## src/include/ch1_defs.svh

```systemverilog
`ifndef CH1_DEFS_SVH
`define CH1_DEFS_SVH

// Channel 1 field widths
`define CH1_FREQ_W 11
`define CH1_LEN_W 6
`define CH1_VOL_W 4
`define CH1_ADDR_W 3

// apu_clk cycles per frame step, 8 or more
`define CH1_FRAME_DIV 64

`endif

```

## src/ch1_pkg.sv

```systemverilog
`include "ch1_defs.svh"

package ch1_pkg;

	typedef enum logic [`CH1_ADDR_W-1:0] {
		NR10 = 3'd0, // Sweep
		NR11 = 3'd1, // Duty and length load
		NR12 = 3'd2, // Envelope
		NR13 = 3'd3, // Frequency low
		NR14 = 3'd4  // Trigger, length enable, frequency high
	} ch1_reg_e;

	typedef enum logic [1:0] {
		DUTY_12 = 2'd0,
		DUTY_25 = 2'd1,
		DUTY_50 = 2'd2,
		DUTY_75 = 2'd3
	} ch1_duty_e;

	typedef enum logic [2:0] {
		STEP0, STEP1, STEP2, STEP3,
		STEP4, STEP5, STEP6, STEP7
	} ch1_frame_e;

endpackage

```

## src/ch1_regs.sv

```systemverilog
`include "ch1_defs.svh"

module ch1_regs (
	input  logic                   apu_clk,
	input  logic                   rst_n,
	input  logic [`CH1_ADDR_W-1:0] addr,
	input  logic [7:0]             wdata,
	input  logic                   wr,
	input  logic                   rd,
	output logic [7:0]             rdata,
	output logic [2:0]             sweep_period,
	output logic                   sweep_neg,
	output logic [2:0]             sweep_shift,
	output ch1_pkg::ch1_duty_e     duty,
	output logic [`CH1_LEN_W-1:0]  len_load_val,
	output logic                   length_load,
	output logic [`CH1_VOL_W-1:0]  env_init,
	output logic                   env_up,
	output logic [2:0]             env_period,
	output logic [`CH1_FREQ_W-1:0] freq,
	output logic                   len_en,
	output logic                   trig,
	output logic                   dac_on
);
	import ch1_pkg::*;

	logic [6:0] nr10;
	logic [7:0] nr11;
	logic [7:0] nr12;
	logic [7:0] nr13;
	logic [2:0] nr14_freq;
	logic       nr14_len;
	ch1_reg_e   sel;

	assign sel = ch1_reg_e'(addr);

	always_ff @(posedge apu_clk or negedge rst_n) begin
		if (!rst_n) begin
			nr10      <= '0;
			nr11      <= '0;
			nr12      <= '0;
			nr13      <= '0;
			nr14_freq <= '0;
			nr14_len  <= 1'b0;
		end else if (wr) begin
			case (sel)
				NR10: nr10 <= wdata[6:0];
				NR11: nr11 <= wdata;
				NR12: nr12 <= wdata;
				NR13: nr13 <= wdata;
				NR14: begin
					nr14_freq <= wdata[2:0];
					nr14_len  <= wdata[6];
				end
				default: ; // Unused addresses
			endcase
		end
	end

	// Trigger bit is not stored, it only fires the pulse
	always_ff @(posedge apu_clk or negedge rst_n) begin
		if (!rst_n) begin
			trig        <= 1'b0;
			length_load <= 1'b0;
		end else begin
			trig        <= wr && (sel == NR14) && wdata[7];
			length_load <= wr && (sel == NR11);
		end
	end

	always_ff @(posedge apu_clk or negedge rst_n) begin
		if (!rst_n)
			rdata <= 8'h00;
		else if (rd) begin
			case (sel)
				NR10: rdata <= {1'b1, nr10};
				NR11: rdata <= {nr11[7:6], 6'h3f};
				NR12: rdata <= nr12;
				NR14: rdata <= {1'b1, nr14_len, 6'h3f};
				default: rdata <= 8'hff; // NR13 and unused read as ones
			endcase
		end
	end

	assign sweep_period = nr10[6:4];
	assign sweep_neg    = nr10[3];
	assign sweep_shift  = nr10[2:0];
	assign duty         = ch1_duty_e'(nr11[7:6]);
	assign len_load_val = nr11[`CH1_LEN_W-1:0];
	assign env_init     = nr12[7 -: `CH1_VOL_W];
	assign env_up       = nr12[3];
	assign env_period   = nr12[2:0];
	assign freq         = {nr14_freq, nr13};
	assign len_en       = nr14_len;
	assign dac_on       = |nr12[7:3]; // DAC off when volume and direction are all zero

endmodule

```

## src/ch1_sweep.sv

```systemverilog
`include "ch1_defs.svh"

module ch1_sweep (
	input  logic                   apu_clk,
	input  logic                   rst_n,
	input  logic                   trig,
	input  logic                   sweep_tick,
	input  logic [2:0]             sweep_period,
	input  logic                   sweep_neg,
	input  logic [2:0]             sweep_shift,
	input  logic [`CH1_FREQ_W-1:0] freq,
	output logic [`CH1_FREQ_W-1:0] freq_cur,
	output logic                   sweep_kill
);

	logic [`CH1_FREQ_W-1:0] shadow;
	logic [2:0]             timer;
	logic [`CH1_FREQ_W:0]   next_freq;
	logic [`CH1_FREQ_W:0]   trig_freq;

	// Top bit of the result flags a frequency above 2047
	function automatic logic [`CH1_FREQ_W:0] sweep_calc(
		input logic [`CH1_FREQ_W-1:0] f,
		input logic [2:0]             shift,
		input logic                   neg
	);
		logic [`CH1_FREQ_W:0] delta;
		delta = {1'b0, f >> shift};
		if (neg)
			return {1'b0, f} - delta;
		return {1'b0, f} + delta;
	endfunction

	assign next_freq = sweep_calc(shadow, sweep_shift, sweep_neg);
	assign trig_freq = sweep_calc(freq, sweep_shift, sweep_neg);

	// Register frequency reaches the duty unit in the trigger cycle itself
	assign freq_cur = trig ? freq : shadow;

	always_ff @(posedge apu_clk or negedge rst_n) begin
		if (!rst_n) begin
			shadow     <= '0;
			timer      <= '0;
			sweep_kill <= 1'b0;
		end else begin
			sweep_kill <= 1'b0;
			if (trig) begin
				shadow <= freq;
				timer  <= sweep_period;
				if (sweep_shift != 3'd0 && trig_freq[`CH1_FREQ_W])
					sweep_kill <= 1'b1; // Immediate overflow check
			end else if (sweep_tick) begin
				if (timer > 3'd1)
					timer <= timer - 3'd1;
				else begin
					timer <= sweep_period;
					if (sweep_period != 3'd0) begin
						if (next_freq[`CH1_FREQ_W])
							sweep_kill <= 1'b1;
						else if (sweep_shift != 3'd0)
							shadow <= next_freq[`CH1_FREQ_W-1:0];
					end
				end
			end
		end
	end

endmodule

```

## src/ch1_freq_duty.sv

```systemverilog
`include "ch1_defs.svh"

module ch1_freq_duty (
	input  logic                   apu_clk,
	input  logic                   rst_n,
	input  logic                   trig,
	input  logic [`CH1_FREQ_W-1:0] freq_cur,
	input  ch1_pkg::ch1_duty_e     duty,
	output logic                   wave
);
	import ch1_pkg::*;

	localparam logic [`CH1_FREQ_W:0] FREQ_SPAN = 1 << `CH1_FREQ_W;

	logic [`CH1_FREQ_W:0] cnt;
	logic [`CH1_FREQ_W:0] period;
	logic [2:0]           step;
	logic [7:0]           pattern;

	assign period = FREQ_SPAN - {1'b0, freq_cur}; // 1 to 2048 cycles per step

	// Each step lasts exactly period cycles
	always_ff @(posedge apu_clk or negedge rst_n) begin
		if (!rst_n) begin
			cnt  <= '0;
			step <= 3'd0;
		end else if (trig) begin
			cnt  <= period;
			step <= 3'd0;
		end else if (cnt <= 1) begin
			cnt  <= period;
			step <= step + 3'd1;
		end else
			cnt <= cnt - 1'b1;
	end

	// Bit n of the pattern is the output during step n
	always_comb begin
		case (duty)
			DUTY_12: pattern = 8'b1000_0000;
			DUTY_25: pattern = 8'b1100_0000;
			DUTY_50: pattern = 8'b1111_0000;
			default: pattern = 8'b0011_1111; // 75 percent
		endcase
	end

	assign wave = pattern[step];

endmodule

```

## src/ch1_envelope.sv

```systemverilog
`include "ch1_defs.svh"

module ch1_envelope (
	input  logic                  apu_clk,
	input  logic                  rst_n,
	input  logic                  trig,
	input  logic                  env_tick,
	input  logic [`CH1_VOL_W-1:0] env_init,
	input  logic                  env_up,
	input  logic [2:0]            env_period,
	output logic [`CH1_VOL_W-1:0] volume
);

	localparam logic [`CH1_VOL_W-1:0] VOL_MAX = '1;

	logic [2:0] timer;

	always_ff @(posedge apu_clk or negedge rst_n) begin
		if (!rst_n) begin
			volume <= '0;
			timer  <= '0;
		end else if (trig) begin
			volume <= env_init;
			timer  <= env_period;
		end else if (env_tick && env_period != 3'd0) begin
			if (timer > 3'd1)
				timer <= timer - 3'd1;
			else begin
				timer <= env_period;
				// Volume saturates at either end
				if (env_up && volume != VOL_MAX)
					volume <= volume + 1'b1;
				else if (!env_up && volume != '0)
					volume <= volume - 1'b1;
			end
		end
	end

endmodule

```

## src/ch1_frame_seq.sv

```systemverilog
`include "ch1_defs.svh"

module ch1_frame_seq (
	input  logic                  apu_clk,
	input  logic                  rst_n,
	input  logic                  trig,
	input  logic                  length_load,
	input  logic [`CH1_LEN_W-1:0] len_load_val,
	input  logic                  len_en,
	input  logic                  sweep_kill,
	input  logic                  dac_on,
	output logic                  len_tick,
	output logic                  sweep_tick,
	output logic                  env_tick,
	output logic                  ch_on
);
	import ch1_pkg::*;

	localparam int DIV_W = $clog2(`CH1_FRAME_DIV);
	localparam logic [`CH1_LEN_W:0] LEN_FULL = 1 << `CH1_LEN_W;

	logic [DIV_W-1:0]    div_cnt;
	logic                div_wrap;
	ch1_frame_e          step;
	logic [`CH1_LEN_W:0] len_cnt;
	logic                len_expire;

	assign div_wrap = (div_cnt == DIV_W'(`CH1_FRAME_DIV - 1));

	always_ff @(posedge apu_clk or negedge rst_n) begin
		if (!rst_n) begin
			div_cnt    <= '0;
			step       <= STEP0;
			len_tick   <= 1'b0;
			sweep_tick <= 1'b0;
			env_tick   <= 1'b0;
		end else begin
			len_tick   <= 1'b0;
			sweep_tick <= 1'b0;
			env_tick   <= 1'b0;
			if (div_wrap) begin
				div_cnt <= '0;
				step    <= ch1_frame_e'(step + 3'd1);
				case (step)
					STEP0, STEP4: len_tick <= 1'b1;
					STEP2, STEP6: begin
						len_tick   <= 1'b1;
						sweep_tick <= 1'b1;
					end
					STEP7: env_tick <= 1'b1;
					default: ;
				endcase
			end else
				div_cnt <= div_cnt + 1'b1;
		end
	end

	assign len_expire = len_tick && len_en && (len_cnt == 1);

	always_ff @(posedge apu_clk or negedge rst_n) begin
		if (!rst_n)
			len_cnt <= '0;
		else if (length_load)
			len_cnt <= LEN_FULL - {1'b0, len_load_val};
		else if (trig) begin
			if (len_cnt == '0)
				len_cnt <= LEN_FULL; // Expired length restarts at full
		end else if (len_tick && len_en && len_cnt != '0)
			len_cnt <= len_cnt - 1'b1;
	end

	always_ff @(posedge apu_clk or negedge rst_n) begin
		if (!rst_n)
			ch_on <= 1'b0;
		else if (trig)
			ch_on <= dac_on;
		else if (sweep_kill || !dac_on || len_expire)
			ch_on <= 1'b0;
	end

endmodule

```

## src/ch1_top.sv

```systemverilog
`include "ch1_defs.svh"

module ch1_top (
	input  logic                   apu_clk,
	input  logic                   rst_n,
	input  logic [`CH1_ADDR_W-1:0] addr,
	input  logic [7:0]             wdata,
	input  logic                   wr,
	input  logic                   rd,
	output logic [7:0]             rdata,
	output logic [`CH1_VOL_W-1:0]  level,
	output logic                   ch_on
);
	import ch1_pkg::*;

	logic [2:0]             sweep_period;
	logic                   sweep_neg;
	logic [2:0]             sweep_shift;
	ch1_duty_e              duty;
	logic [`CH1_LEN_W-1:0]  len_load_val;
	logic                   length_load;
	logic [`CH1_VOL_W-1:0]  env_init;
	logic                   env_up;
	logic [2:0]             env_period;
	logic [`CH1_FREQ_W-1:0] freq;
	logic [`CH1_FREQ_W-1:0] freq_cur;
	logic                   len_en;
	logic                   trig;
	logic                   dac_on;
	logic                   len_tick;
	logic                   sweep_tick;
	logic                   env_tick;
	logic                   sweep_kill;
	logic                   wave;
	logic [`CH1_VOL_W-1:0]  volume;

	ch1_regs regs_i (
		.apu_clk, .rst_n, .addr, .wdata, .wr, .rd, .rdata,
		.sweep_period, .sweep_neg, .sweep_shift, .duty,
		.len_load_val, .length_load, .env_init, .env_up, .env_period,
		.freq, .len_en, .trig, .dac_on
	);

	ch1_frame_seq frame_seq_i (
		.apu_clk, .rst_n, .trig, .length_load, .len_load_val, .len_en,
		.sweep_kill, .dac_on, .len_tick, .sweep_tick, .env_tick, .ch_on
	);

	ch1_sweep sweep_i (
		.apu_clk, .rst_n, .trig, .sweep_tick, .sweep_period, .sweep_neg,
		.sweep_shift, .freq, .freq_cur, .sweep_kill
	);

	ch1_freq_duty freq_duty_i (
		.apu_clk, .rst_n, .trig, .freq_cur, .duty, .wave
	);

	ch1_envelope envelope_i (
		.apu_clk, .rst_n, .trig, .env_tick, .env_init, .env_up, .env_period, .volume
	);

	assign level = {`CH1_VOL_W{wave & ch_on}} & volume; // Silent while the channel is off

endmodule

```

## config.mk

```make
export PLATFORM = sky130hd
export DESIGN_NAME = ch1_top
export DESIGN_NICKNAME = d
export VERILOG_FILES = /design/src/ch1_pkg.sv /design/src/ch1_regs.sv /design/src/ch1_sweep.sv /design/src/ch1_freq_duty.sv /design/src/ch1_envelope.sv /design/src/ch1_frame_seq.sv /design/src/ch1_top.sv
export VERILOG_INCLUDE_DIRS = /design/src /design/src/include
export SDC_FILE = /design/constraint.sdc
export NUM_CORES = 1
export LEC_CHECK = 0
export BUFFER_PORTS_ARGS = -buffer_cell sky130_fd_sc_hd__buf_2
export CORE_MARGIN = 2
export CORE_UTILIZATION = 60
export CTS_BUF_LIST = sky130_fd_sc_hd__clkbuf_16
export CTS_CLUSTER_SIZE = 10
export DETAILED_ROUTE_END_ITERATION = 16
export GPL_TIMING_DRIVEN = 0
export PLACE_DENSITY = 0.78
export SLEW_MARGIN = 10
export SYNTH_ARGS = -nofsm -noshare
export SYNTH_HDL_FRONTEND = slang
export SYNTH_SLANG_ARGS = --single-unit
export TNS_END_PERCENT = 10
```

## constraint.sdc

```tcl
create_clock -name apu_clk -period 8.6 [get_ports apu_clk]
set_input_delay 0.43 -clock apu_clk [delete_from_list [all_inputs] [get_ports apu_clk]]
set_output_delay 0.43 -clock apu_clk [all_outputs]
set_load 0.01 [all_outputs]
```

==> flow_summary.ini, run 1 <==
[setup_path]
path_delay_family = compound AO/OA/AOI/OAI gates
start_kind = register
crit_top_cell = o21ai_0
crit_chain = buf_2 > buf_1 > clkbuf_1 > nand2_1 > o21ai_0 > nor2_1 > nor2_1 > ha_1 > o21ai_0 > ha_1 > nor2b_1 > o2111a_1 > o31ai_1 > o21ai_0 > nand2b_1 > mux2i_1 > buf_6 > mux2i_1 > o21ai_1
crit_path_end_kind = register
path_class = register to register
worstPathMaxFanout = 10
critPathBufInv = 4
cp.required_ps = 8830
slowest_stage = clkbuf_1
cp.arrival_ps = 5570
slowest_delay_ps = 480

[floorplanning]
num_rows = 40
die_y_um = 115
core_sq_mm = 0.0121
start_util_pct = 61.5
die_x_um = 115
pin_count = 28
dieArea_sq_mm = 0.0133

[clock_tree]
clk_pin_slew_worst_paths_ps = 70
htree_levels = 3
clk_latency_ps = 370
clk_path_buf_depth = 2
cts.root.buffer_cell = clkbuf_16
cts_setup_buffers = 0
cts_resized = 0
cts_tree = built
cts_buffers = 9
cts.sinks = 102
cts_hold_buffers = 0

[logic_synthesis]
postSynthAreaPerCell_sq_um = 9.27
syn-instance-count = 801
synthTopCellsByArea = dfrtp_1 34%, ha_1 7.2%, mux2i_1 6.6%, mux2_2 4.6%, nor2_1 4.0%
async_reset_ff_share_pct = 100
ys_ff_latch = 102
synth-edff-count = 0
ys_seq_area_share_pct = 34.4
synth_most_common_cell = dfrtp_1
dominantRegCellSynth = dfrtp_1
synth_top_family_by_area = compound AO/OA/AOI/OAI gates
synth-simple-area-share_pct = 15.2
yosys_warnings = 0
synth_fa_ha_area_share_pct = 7.79
synth_area_sq_mm = 0.00742
synth_nets = 861
synth-compound-area-share_pct = 16.9
synth_xor_area_share_pct = 7.08
yosysTopAreaCell = dfrtp_1
synthDominantCellAreaShare_pct = 34.4
synth_cell_types = 80
synth_common_cells = 102 x dfrtp_1, 79 x nor2_1, 66 x nand2_1
synth.area.mux_share_pct = 14.1

[layout]
filler_cell_count = 938
drive_gt1_share_pct = 13.3
multi_input_area_sq_mm = 0.00454
ff_latch_area_sq_mm = 0.00255
antenna_cells = 0
nets = 898
finalNonFillerCells = 1010
syn_to_final_growth_pct = 9.27
utilization_pct = 67.3

[pwr]
ir_drop_mv = 0.189
switchingPower_mw = 1.03
combPwrFrac_pct = 51.7
p_int_mw = 1.40
power_switching_share_pct = 42.3
total_power_mw = 2.44
p_clk_share_pct = 18.2
p_leak_nw = 3.41
powerDensity_mw_per_mm2 = 300
power.share.sequential_pct = 30.1

[drt]
wl_met1_um = 8040
antenna_left = 0
dr.first_iter.drc_count = 522
drcViolationCount = 0
vias_per_cell = 6.23
routed.top_layer = met4
num_vias = 6295
route.detailed.wl_per_inst_um = 18.6
routed_wl_um = 18800
met2_wirelength_um = 8900
dr_wl_met3_um = 1280
firstDrtPassIters = 5

[sta]
finalHoldViolations = 0
worst_pin_slew_ps = 1160
timing.final.crit_share_pct = 62.1
min_period_ps = 5340
setup_ws_ps = 3260
relSlewSlack_pct = 22.2
fin_setup_tns_ps = 0
fmax_mhz = 187
rsz0062_at_grt = no
finClkSkew_ps = 12.7
report.final.slew_viol_count = 0
setup_viol = 0

[global_route]
antenna_found_initial = 0
grt_first_pass_wirelength_um = 31700
grt.total_usage_pct = 30.6
grt_pass1_vias = 6273
grt.overflow.total = 0
grt_max_degree = 68

[worst_hold_path]
hold_class = input pin to asynchronous set/reset pin

[placed_design]
placedCellCount = 995
port-buffer-count = 25
gp_congestion = 0.945
place_worst_setup_slack_ps = 3500
dp_hpwl_um = 14100

[run]
drv_cap = 0

[outcome]
status = finished clean
## registers in the layout, indices dropped and copies added, names as in the netlist, 3 cells and up
signal               count
freq_duty_i.cnt         12
sweep_i.shadow          11
regs_i.nr11              8
regs_i.nr12              8
regs_i.nr13              8
regs_i.rdata             8
frame_seq_i.len_cnt      7
regs_i.nr10              7
frame_seq_i.div_cnt      6
envelope_i.volume        4
envelope_i.timer         3
frame_seq_i.step         3
freq_duty_i.step         3
regs_i.nr14_freq         3
sweep_i.timer            3
## area by class of cell
| type | instances | area share [%] |
|---|---|---|
| sequential | 102 | 31.5 |
| clock inverter | 6 | 1.14 |
| inverter | 34 | 1.57 |
| multi-input combinational | 622 | 55.9 |
| timing repair buffer | 26 | 1.91 |
| clock buffer | 9 | 2.78 |
| tap | 168 | 2.59 |
| buffer | 43 | 2.62 |
## power by group through the flow
stage / clock network [mW] / registers [mW] / logic (mW)
global placement: 0 / 0.727 / 1.18
finish: 0.443 / 0.732 / 1.26
floorplan: 0 / 0.692 / 0.977
global route: 0.463 / 0.746 / 1.40
detailed placement: 0 / 0.735 / 1.23
CTS: 0.447 / 0.728 / 1.25
## path summary, 6_finish.rpt
kind / startpoint / end / slack [ps] / cells past startpoint
worst max register to register: regs_i.nr10[1]$_DFFE_PN0P_ / sweep_i.shadow[2]$_DFFE_PN0P_ / 3260 / 19
worst max-delay path: regs_i.nr10[1]$_DFFE_PN0P_ / sweep_i.shadow[2]$_DFFE_PN0P_ / 3260 / 19
worst min register to register: frame_seq_i.div_cnt[5]$_DFF_PN0_ / frame_seq_i.div_cnt[5]$_DFF_PN0_ / 490 / 1
min in group apu_clk: wdata[2] / regs_i.nr10[2]$_DFFE_PN0P_ / 370 / 3
worst min-delay path: rst_n / frame_seq_i.len_cnt[3]$_DFFE_PN0P_ / 30 / 1
max in group asynchronous: rst_n / freq_duty_i.cnt[6]$_DFF_PN0_ / 7890 / 2
## metrics by stage
stage | cell area [sq um] | hold WS [ps]
final | 8110 | 31.9
after global routing | 8110 | 74.2
after CTS | 8110 | 39.4
after detailed placement | 7790 | 423
after global placement | 7760 | 460
after floorplan | 7420 | 134
## logic make-up (layout without fill, tap and decap cells)
kind of cell,Yosys count,in the layout
simple gates,237,237
compound gates,190,190
flops,102,102
mux,90,90
buf+inv,77,118
xor+xnor,60,60
fa+ha+maj,45,45
## layout by cell type, fill, tap and decap left out, types with 5 or more instances in the layout
cell type	instances
o21ai_0	43
a211oi_1	12
mux4_2	6
dfrtp_1	102
clkbuf_1	25
ha_1	43
nor2_1	79
buf_2	30
nor2b_1	9
nand4_1	6
a31oi_1	13
a21o_1	6
mux2i_1	49
nor3b_1	7
o21a_1	5
nand3_1	9
xor2_1	28
inv_1	32
xnor2_1	32
mux2_2	30
and2_1	9
nor3_1	19
nand2_1	66
clkbuf_16	9
buf_1	6
a21oi_1	53
or2_2	6
o21ai_1	9
## per-layer routing
| metal | global-route usage, % | up-vias |
|---|---|---|
| li1 | - | 2940 |
| met1 | 40.9 | 3046 |
| met2 | 49.0 | 258 |
| met3 | 5.75 | 51 |
| met4 | 13.5 | 0 |
| met5 | 0 | - |
Note: power is estimated with default switching activity, not from simulation.
==> inputs of run 2 (changes only) <==
==> constraint.sdc (replaced) <==
create_clock -name apu_clk -period 5.5 [get_ports apu_clk]
set_input_delay 0.275 -clock apu_clk [delete_from_list [all_inputs] [get_ports apu_clk]]
set_output_delay 0.275 -clock apu_clk [all_outputs]
set_load 0.01 [all_outputs]
==> flow_summary.ini, run 2 (same netlist as run 1, synthesis figures left out) <==
[floorplanning]
start_util_pct = 61.5
dieArea_sq_mm = 0.0133
pin_count = 28
core_sq_mm = 0.0121
num_rows = 40
die_x_um = 115
die_y_um = 115

[setup_path]
crit_chain = buf_2 > buf_1 > clkbuf_2 > nand2_1 > o21ai_0 > nor2_1 > nor2_1 > ha_1 > o21ai_0 > ha_1 > nor2b_1 > o2111a_1 > o31ai_1 > o21ai_0 > nand2b_1 > mux2i_1 > buf_6 > mux2i_1 > o21ai_1
r2r_slack_ps = 310
start_kind = register
worst_r2r_endpoint = sweep_i.shadow[10]$_DFFE_PN0P_
reg2reg_depth = 19
critPathBufInv = 4
crit_path_end_kind = register
path_class = register to register
worstPathMaxFanout = 10
crit_top_cell = o21ai_0
path_delay_family = compound AO/OA/AOI/OAI gates
cp.arrival_ps = 5410
r2r-start = regs_i.nr10[1]$_DFFE_PN0P_
slowest_stage = o31ai_1
slowest_delay_ps = 480
cp.required_ps = 5720

[sta]
report.final.slew_viol_count = 0
rsz0062_at_grt = no
fin_setup_tns_ps = 0
finalHoldViolations = 0
fmax_mhz = 193
min_period_ps = 5190
finClkSkew_ps = 12.4
timing.final.crit_share_pct = 94.4
setup_viol = 0
worst_pin_slew_ps = 1160
relSlewSlack_pct = 22.3

[drt]
firstDrtPassIters = 5
drcViolationCount = 0
dr.first_iter.drc_count = 504
antenna_left = 0
vias_per_cell = 6.22
routed_wl_um = 18900
num_vias = 6289
route.detailed.wl_per_inst_um = 18.7

[layout]
nets = 899
syn_to_final_growth_pct = 9.42
largest-register = freq_duty_i.cnt
drive_gt1_share_pct = 13.4
final_common_cell = dfrtp_1
antenna_cells = 0
largest_reg_flops = 12
final_cell_mix = 102 x dfrtp_1, 79 x nor2_1, 66 x nand2_1
largestRegisters = freq_duty_i.cnt: 12 flops, sweep_i.shadow: 11 flops

[global_route]
grt_pass1_vias = 6282
grt.total_usage_pct = 30.7
grt_first_pass_wirelength_um = 31700
grt.overflow.total = 0
grt_max_degree = 68
antenna_found_initial = 0

[outcome]
status = finished clean

[placed_design]
dp_hpwl_um = 14100
port-buffer-count = 25
gp_congestion = 0.945

[worst_hold_path]
whs_endpoint = regs_i.nr10[2]$_DFFE_PN0P_
holdCritStartpoint = wdata[2]
worst_hold_path.num_cells = 3
hold_class = input pin to register

[pwr]
powerDensity_mw_per_mm2 = 469
p_leak_nw = 3.42
total_power_mw = 3.81
ir_drop_mv = 0.298

[clock_tree]
cts.root.buffer_cell = clkbuf_16
clk_path_buf_depth = 2
cts_buffers = 9
clk_latency_ps = 360
cts_tree = built
clk_pin_slew_worst_paths_ps = 70
htree_levels = 3
cts.sinks = 102
cts_setup_buffers = 0

[run]
drv_cap = 0
==> run 2: changes by cell type in the layout (fill, tap and decap cells not counted) <==
cell           change
clkbuf_2           +1
dlygate4sd3_1      +1
buf_1              +1
clkbuf_1           -2
==> run 2: per-layer routing <==
layer	vias to the layer above	global-route usage, %	routed length (um)
li1	2939	-	-
met3	52	5.75	1340
met2	261	49.0	8870
met4	0	13.5	601
met5	-	0	0
met1	3037	40.9	8040
==> run 2: how the worst max path moves through the flow <==
stage	from	end	slack, ps	cells after the start
after floorplan	regs_i.nr10[1]$_DFFE_PN0P_	sweep_i.shadow[2]$_DFFE_PN0P_	1390	19
after global placement	regs_i.nr10[1]$_DFFE_PN0P_	sweep_i.shadow[10]$_DFFE_PN0P_	530	18
after detailed placement	regs_i.nr10[1]$_DFFE_PN0P_	sweep_i.shadow[10]$_DFFE_PN0P_	400	19
after CTS	regs_i.nr10[1]$_DFFE_PN0P_	sweep_i.shadow[10]$_DFFE_PN0P_	310	19
after global routing	regs_i.nr10[2]$_DFFE_PN0P_	sweep_i.shadow[2]$_DFFE_PN0P_	2	20
final	regs_i.nr10[1]$_DFFE_PN0P_	sweep_i.shadow[10]$_DFFE_PN0P_	310	19
==> run 2: report_power, final <==
group	internal, mW	total, mW	switching [mW]
Sequential	0.926	1.15	0.220
Clock	0.399	0.691	0.291
Combinational	0.871	1.97	1.10
Total	2.20	3.81	1.61
==> run 2: what timing repair did <==
| action | CTS | global route |
|---|---|---|
| endpoints found under the hold margin | 35 | 0 |
| setup endpoints to repair | 0 | 8 |
| hold buffers | 1 | 0 |
| gates resized for setup | 0 | 3 |
==> run 2: metrics by stage <==
step	util [%]	instance area [sq um]	hold WS, ps	std cells	worst slack (ps)
4_1_cts	67.3	8120	202	1011	310
5_1_grt	67.3	8120	236	1011	1.70
2_1_floorplan	-	7420	-20.6	801	1390
3_5_place_dp	64.6	7790	268	995	402
3_3_place_gp	64.3	7760	460	994	532
6_report	67.3	8120	221	1011	307
==> run 2: tightest hold or removal path, stage by stage <==
cell and delay (ps):
buf_2 140, nand2_1 60, o21ai_0 60
==> run 2: cell type report <==
class	instances	area [sq um]
Buffer	43	214
Clock buffer	9	225
Clock inverter	6	92.6
Fill cell	932	3940
Inverter	34	128
Multi-Input combinational cell	622	4540
Sequential cell	102	2550
Tap cell	168	210
Timing Repair Buffer	27	165
==> inputs of run 3 (changes only) <==
--- a/config.mk
+++ b/config.mk
@@ -6,7 +6,8 @@
 export SDC_FILE = /design/constraint.sdc
 export NUM_CORES = 1
 export LEC_CHECK = 0
-export BUFFER_PORTS_ARGS = -buffer_cell sky130_fd_sc_hd__buf_2
+export ABC_AREA = 1
+export BUFFER_PORTS_ARGS = -buffer_cell sky130_fd_sc_hd__buf_4
 export CORE_MARGIN = 2
 export CORE_UTILIZATION = 60
 export CTS_BUF_LIST = sky130_fd_sc_hd__clkbuf_16
==> flow_summary.ini, run 3 <==
[layout]
syn_to_final_growth_pct = 10.3
final_cell_mix = 285 x nand2_1, 138 x inv_1, 106 x nor2_1
nets = 1169
filler_cell_count = 1103
stdcell_area_sq_mm = 0.00824
final_common_cell = nand2_1
largestRegisters = freq_duty_i.cnt: 12 flops, sweep_i.shadow: 11 flops
largest_reg_flops = 12
largest-register = freq_duty_i.cnt
ff_latch_area_sq_mm = 0.00255
drive_gt1_share_pct = 8.53
finalNonFillerCells = 1282
multi_input_area_sq_mm = 0.00421
antenna_cells = 0
utilization_pct = 68.1

[drt]
drcViolationCount = 0
vias_per_cell = 5.57
num_vias = 7145
routed_wl_um = 19200
route.detailed.wl_per_inst_um = 14.9
firstDrtPassIters = 5
dr.first_iter.drc_count = 590
antenna_left = 0

[outcome]
status = finished clean

[sta]
fin_setup_tns_ps = 0
relSlewSlack_pct = 35.5
report.final.slew_viol_count = 0
fmax_mhz = 270
timing.final.crit_share_pct = 67.3
finClkSkew_ps = 8.10
worst_pin_slew_ps = 955
min_period_ps = 3700
setup_viol = 0
finalHoldViolations = 0
rsz0062_at_grt = no

[logic_synthesis]
syn-instance-count = 1070
synth_nets = 1130
synthTopCellsByArea = dfrtp_1 34%, nand2_1 14%, ha_1 7.2%, o21ai_0 7.0%, inv_1 6.9%
dominantRegCellSynth = dfrtp_1
synth_area_sq_mm = 0.00748
synth_cell_types = 50
yosysTopAreaCell = dfrtp_1
synth-edff-count = 0
yosys_warnings = 0
synth_common_cells = 285 x nand2_1, 138 x inv_1, 106 x nor2_1
synth_most_common_cell = nand2_1
postSynthAreaPerCell_sq_um = 6.99
synthDominantCellAreaShare_pct = 34.1
ys_seq_area_share_pct = 34.1
ys_ff_latch = 102
async_reset_ff_share_pct = 100

[global_route]
grt_first_pass_wirelength_um = 31900
grt_pass1_vias = 6663
grt.overflow.total = 0
grt_max_degree = 103
antenna_found_initial = 0
grt.total_usage_pct = 30.3

[placed_design]
place_area_sq_mm = 0.00788
placedCellCount = 1264
port-buffer-count = 26
dp_hpwl_um = 14500
gp_congestion = 0.963

[worst_hold_path]
whs_endpoint = regs_i.nr11[3]$_DFFE_PN0P_
hold_class = input pin to register
worst_hold_path.num_cells = 3
holdCritStartpoint = wdata[3]

[setup_path]
cp.required_ps = 5750
worstPathMaxFanout = 10
worst_r2r_endpoint = sweep_i.shadow[1]$_DFFE_PN0P_
start_kind = register
slowest_delay_ps = 480
slowest_stage = dfrtp_1
cp.arrival_ps = 3960
crit_path_end_kind = register
r2r_slack_ps = 1800
path_class = register to register
reg2reg_depth = 24
crit_chain = nor2_4 > inv_1 > o21ai_1 > inv_1 > nand2_1 > inv_2 > ha_1 > nand3_1 > nor2_1 > a31oi_1 > xnor2_1 > inv_1 > ha_1 > a21oi_1 > nor2_1 > a211oi_1 > nand3_1 > inv_1 > nand2_1 > nand3_2 > nand2_2 > buf_6 > nand2_1 > nand2_1
r2r-start = regs_i.nr10[2]$_DFFE_PN0P_

[clock_tree]
cts.sinks = 102
cts.root.buffer_cell = clkbuf_16
htree_levels = 3
clk_pin_slew_worst_paths_ps = 80
clk_latency_ps = 370
cts_tree = built
cts_buffers = 9
clk_path_buf_depth = 2

[floorplanning]
start_util_pct = 61.7
num_rows = 40
die_x_um = 116
pin_count = 28
core_sq_mm = 0.0121
dieArea_sq_mm = 0.0134
die_y_um = 116

[pwr]
ir_drop_mv = 0.262
powerDensity_mw_per_mm2 = 522
p_leak_nw = 4.20

[run]
drv_cap = 0
## run 3: cell types whose count changed in the layout (fill, tap and decap cells not counted), sizes merged, moves of 31 or more
cell and delta:
o21ai +64, inv +114, mux2 -33, nand2 +229, nor2 +31, nand3 +69
mux2i -50
## run 3: cell type report
type	count	area share [%]
Multi-Input combinational cell	794	51.0
Sequential cell	102	31.0
Inverter	145	6.60
Timing Repair Buffer	28	2.87
Clock buffer	9	2.73
Tap cell	168	2.55
Buffer	29	2.11
Clock inverter	7	1.15
## run 3: logic make-up (layout without fill, tap and decap cells)
family,count (synthesis),in the layout,share of synthesized area [%]
compound gates,200,200,15.1
xor+xnor,36,36,4.22
fa+ha+maj,45,45,7.73
buf+inv,174,218,9.61
flops,102,102,34.1
mux,1,1,0.151
simple gates,512,512,29.0
## run 3: worst max-delay path by stage
| stage | start | end | cells past startpoint |
|---|---|---|---|
| floorplan | regs_i.nr10[2]$_DFFE_PN0P_ | sweep_i.shadow[0]$_DFFE_PN0P_ | 24 |
| global placement | regs_i.nr10[2]$_DFFE_PN0P_ | sweep_i.shadow[0]$_DFFE_PN0P_ | 24 |
| detailed placement | regs_i.nr10[2]$_DFFE_PN0P_ | sweep_i.shadow[1]$_DFFE_PN0P_ | 24 |
| CTS | regs_i.nr10[2]$_DFFE_PN0P_ | sweep_i.shadow[1]$_DFFE_PN0P_ | 24 |
| global route | regs_i.nr10[2]$_DFFE_PN0P_ | sweep_i.shadow[9]$_DFFE_PN0P_ | 24 |
| finish | regs_i.nr10[2]$_DFFE_PN0P_ | sweep_i.shadow[1]$_DFFE_PN0P_ | 24 |
## run 3: metal layers
metal	vias to the layer above	global-route usage [%]	wire (um)
met2	226	49.3	8770
li1	3552	-	-
met3	35	5.39	1320
met4	0	10.6	505
met1	3332	40.9	8560
met5	-	1.48	0
## run 3: per-stage QoR
stage / setup slack [ps] / total power [mW] / hold WS, ps
floorplan: 2380 / 2.99 / -20.6
global route: 1440 / 4.72 / 145
finish: 1800 / 4.31 / 126
detailed placement: 1810 / 3.57 / 457
CTS: 1810 / 4.28 / 119
global placement: 1820 / 3.52 / 452
## run 3: where the power goes
part	switching (mW)	total, mW	internal [mW]
combinational	1.53	2.44	0.903
sequential	0.237	1.18	0.946
clock	0.318	0.686	0.368
total	2.09	4.31	2.22
## run 3: what timing repair did
| item | 4_1_cts | 5_1_grt |
|---|---|---|
| resized for setup | 0 | 0 |
| hold buffers | 0 | 1 |
| endpoints found under the hold margin | 0 | 15 |
| buffers inserted | 0 | 0 |
## run 3: critical path, delay by kind of cell (launching register included)
kind | cells | cell delay, ps
buffers and inverters | 6 | 570
adders and majority gates | 2 | 530
AOI/OAI and AO/OA | 4 | 670
DFF | 1 | 480
and+or+nand+nor | 11 | 1200
xor gates and xnor gates | 1 | 140
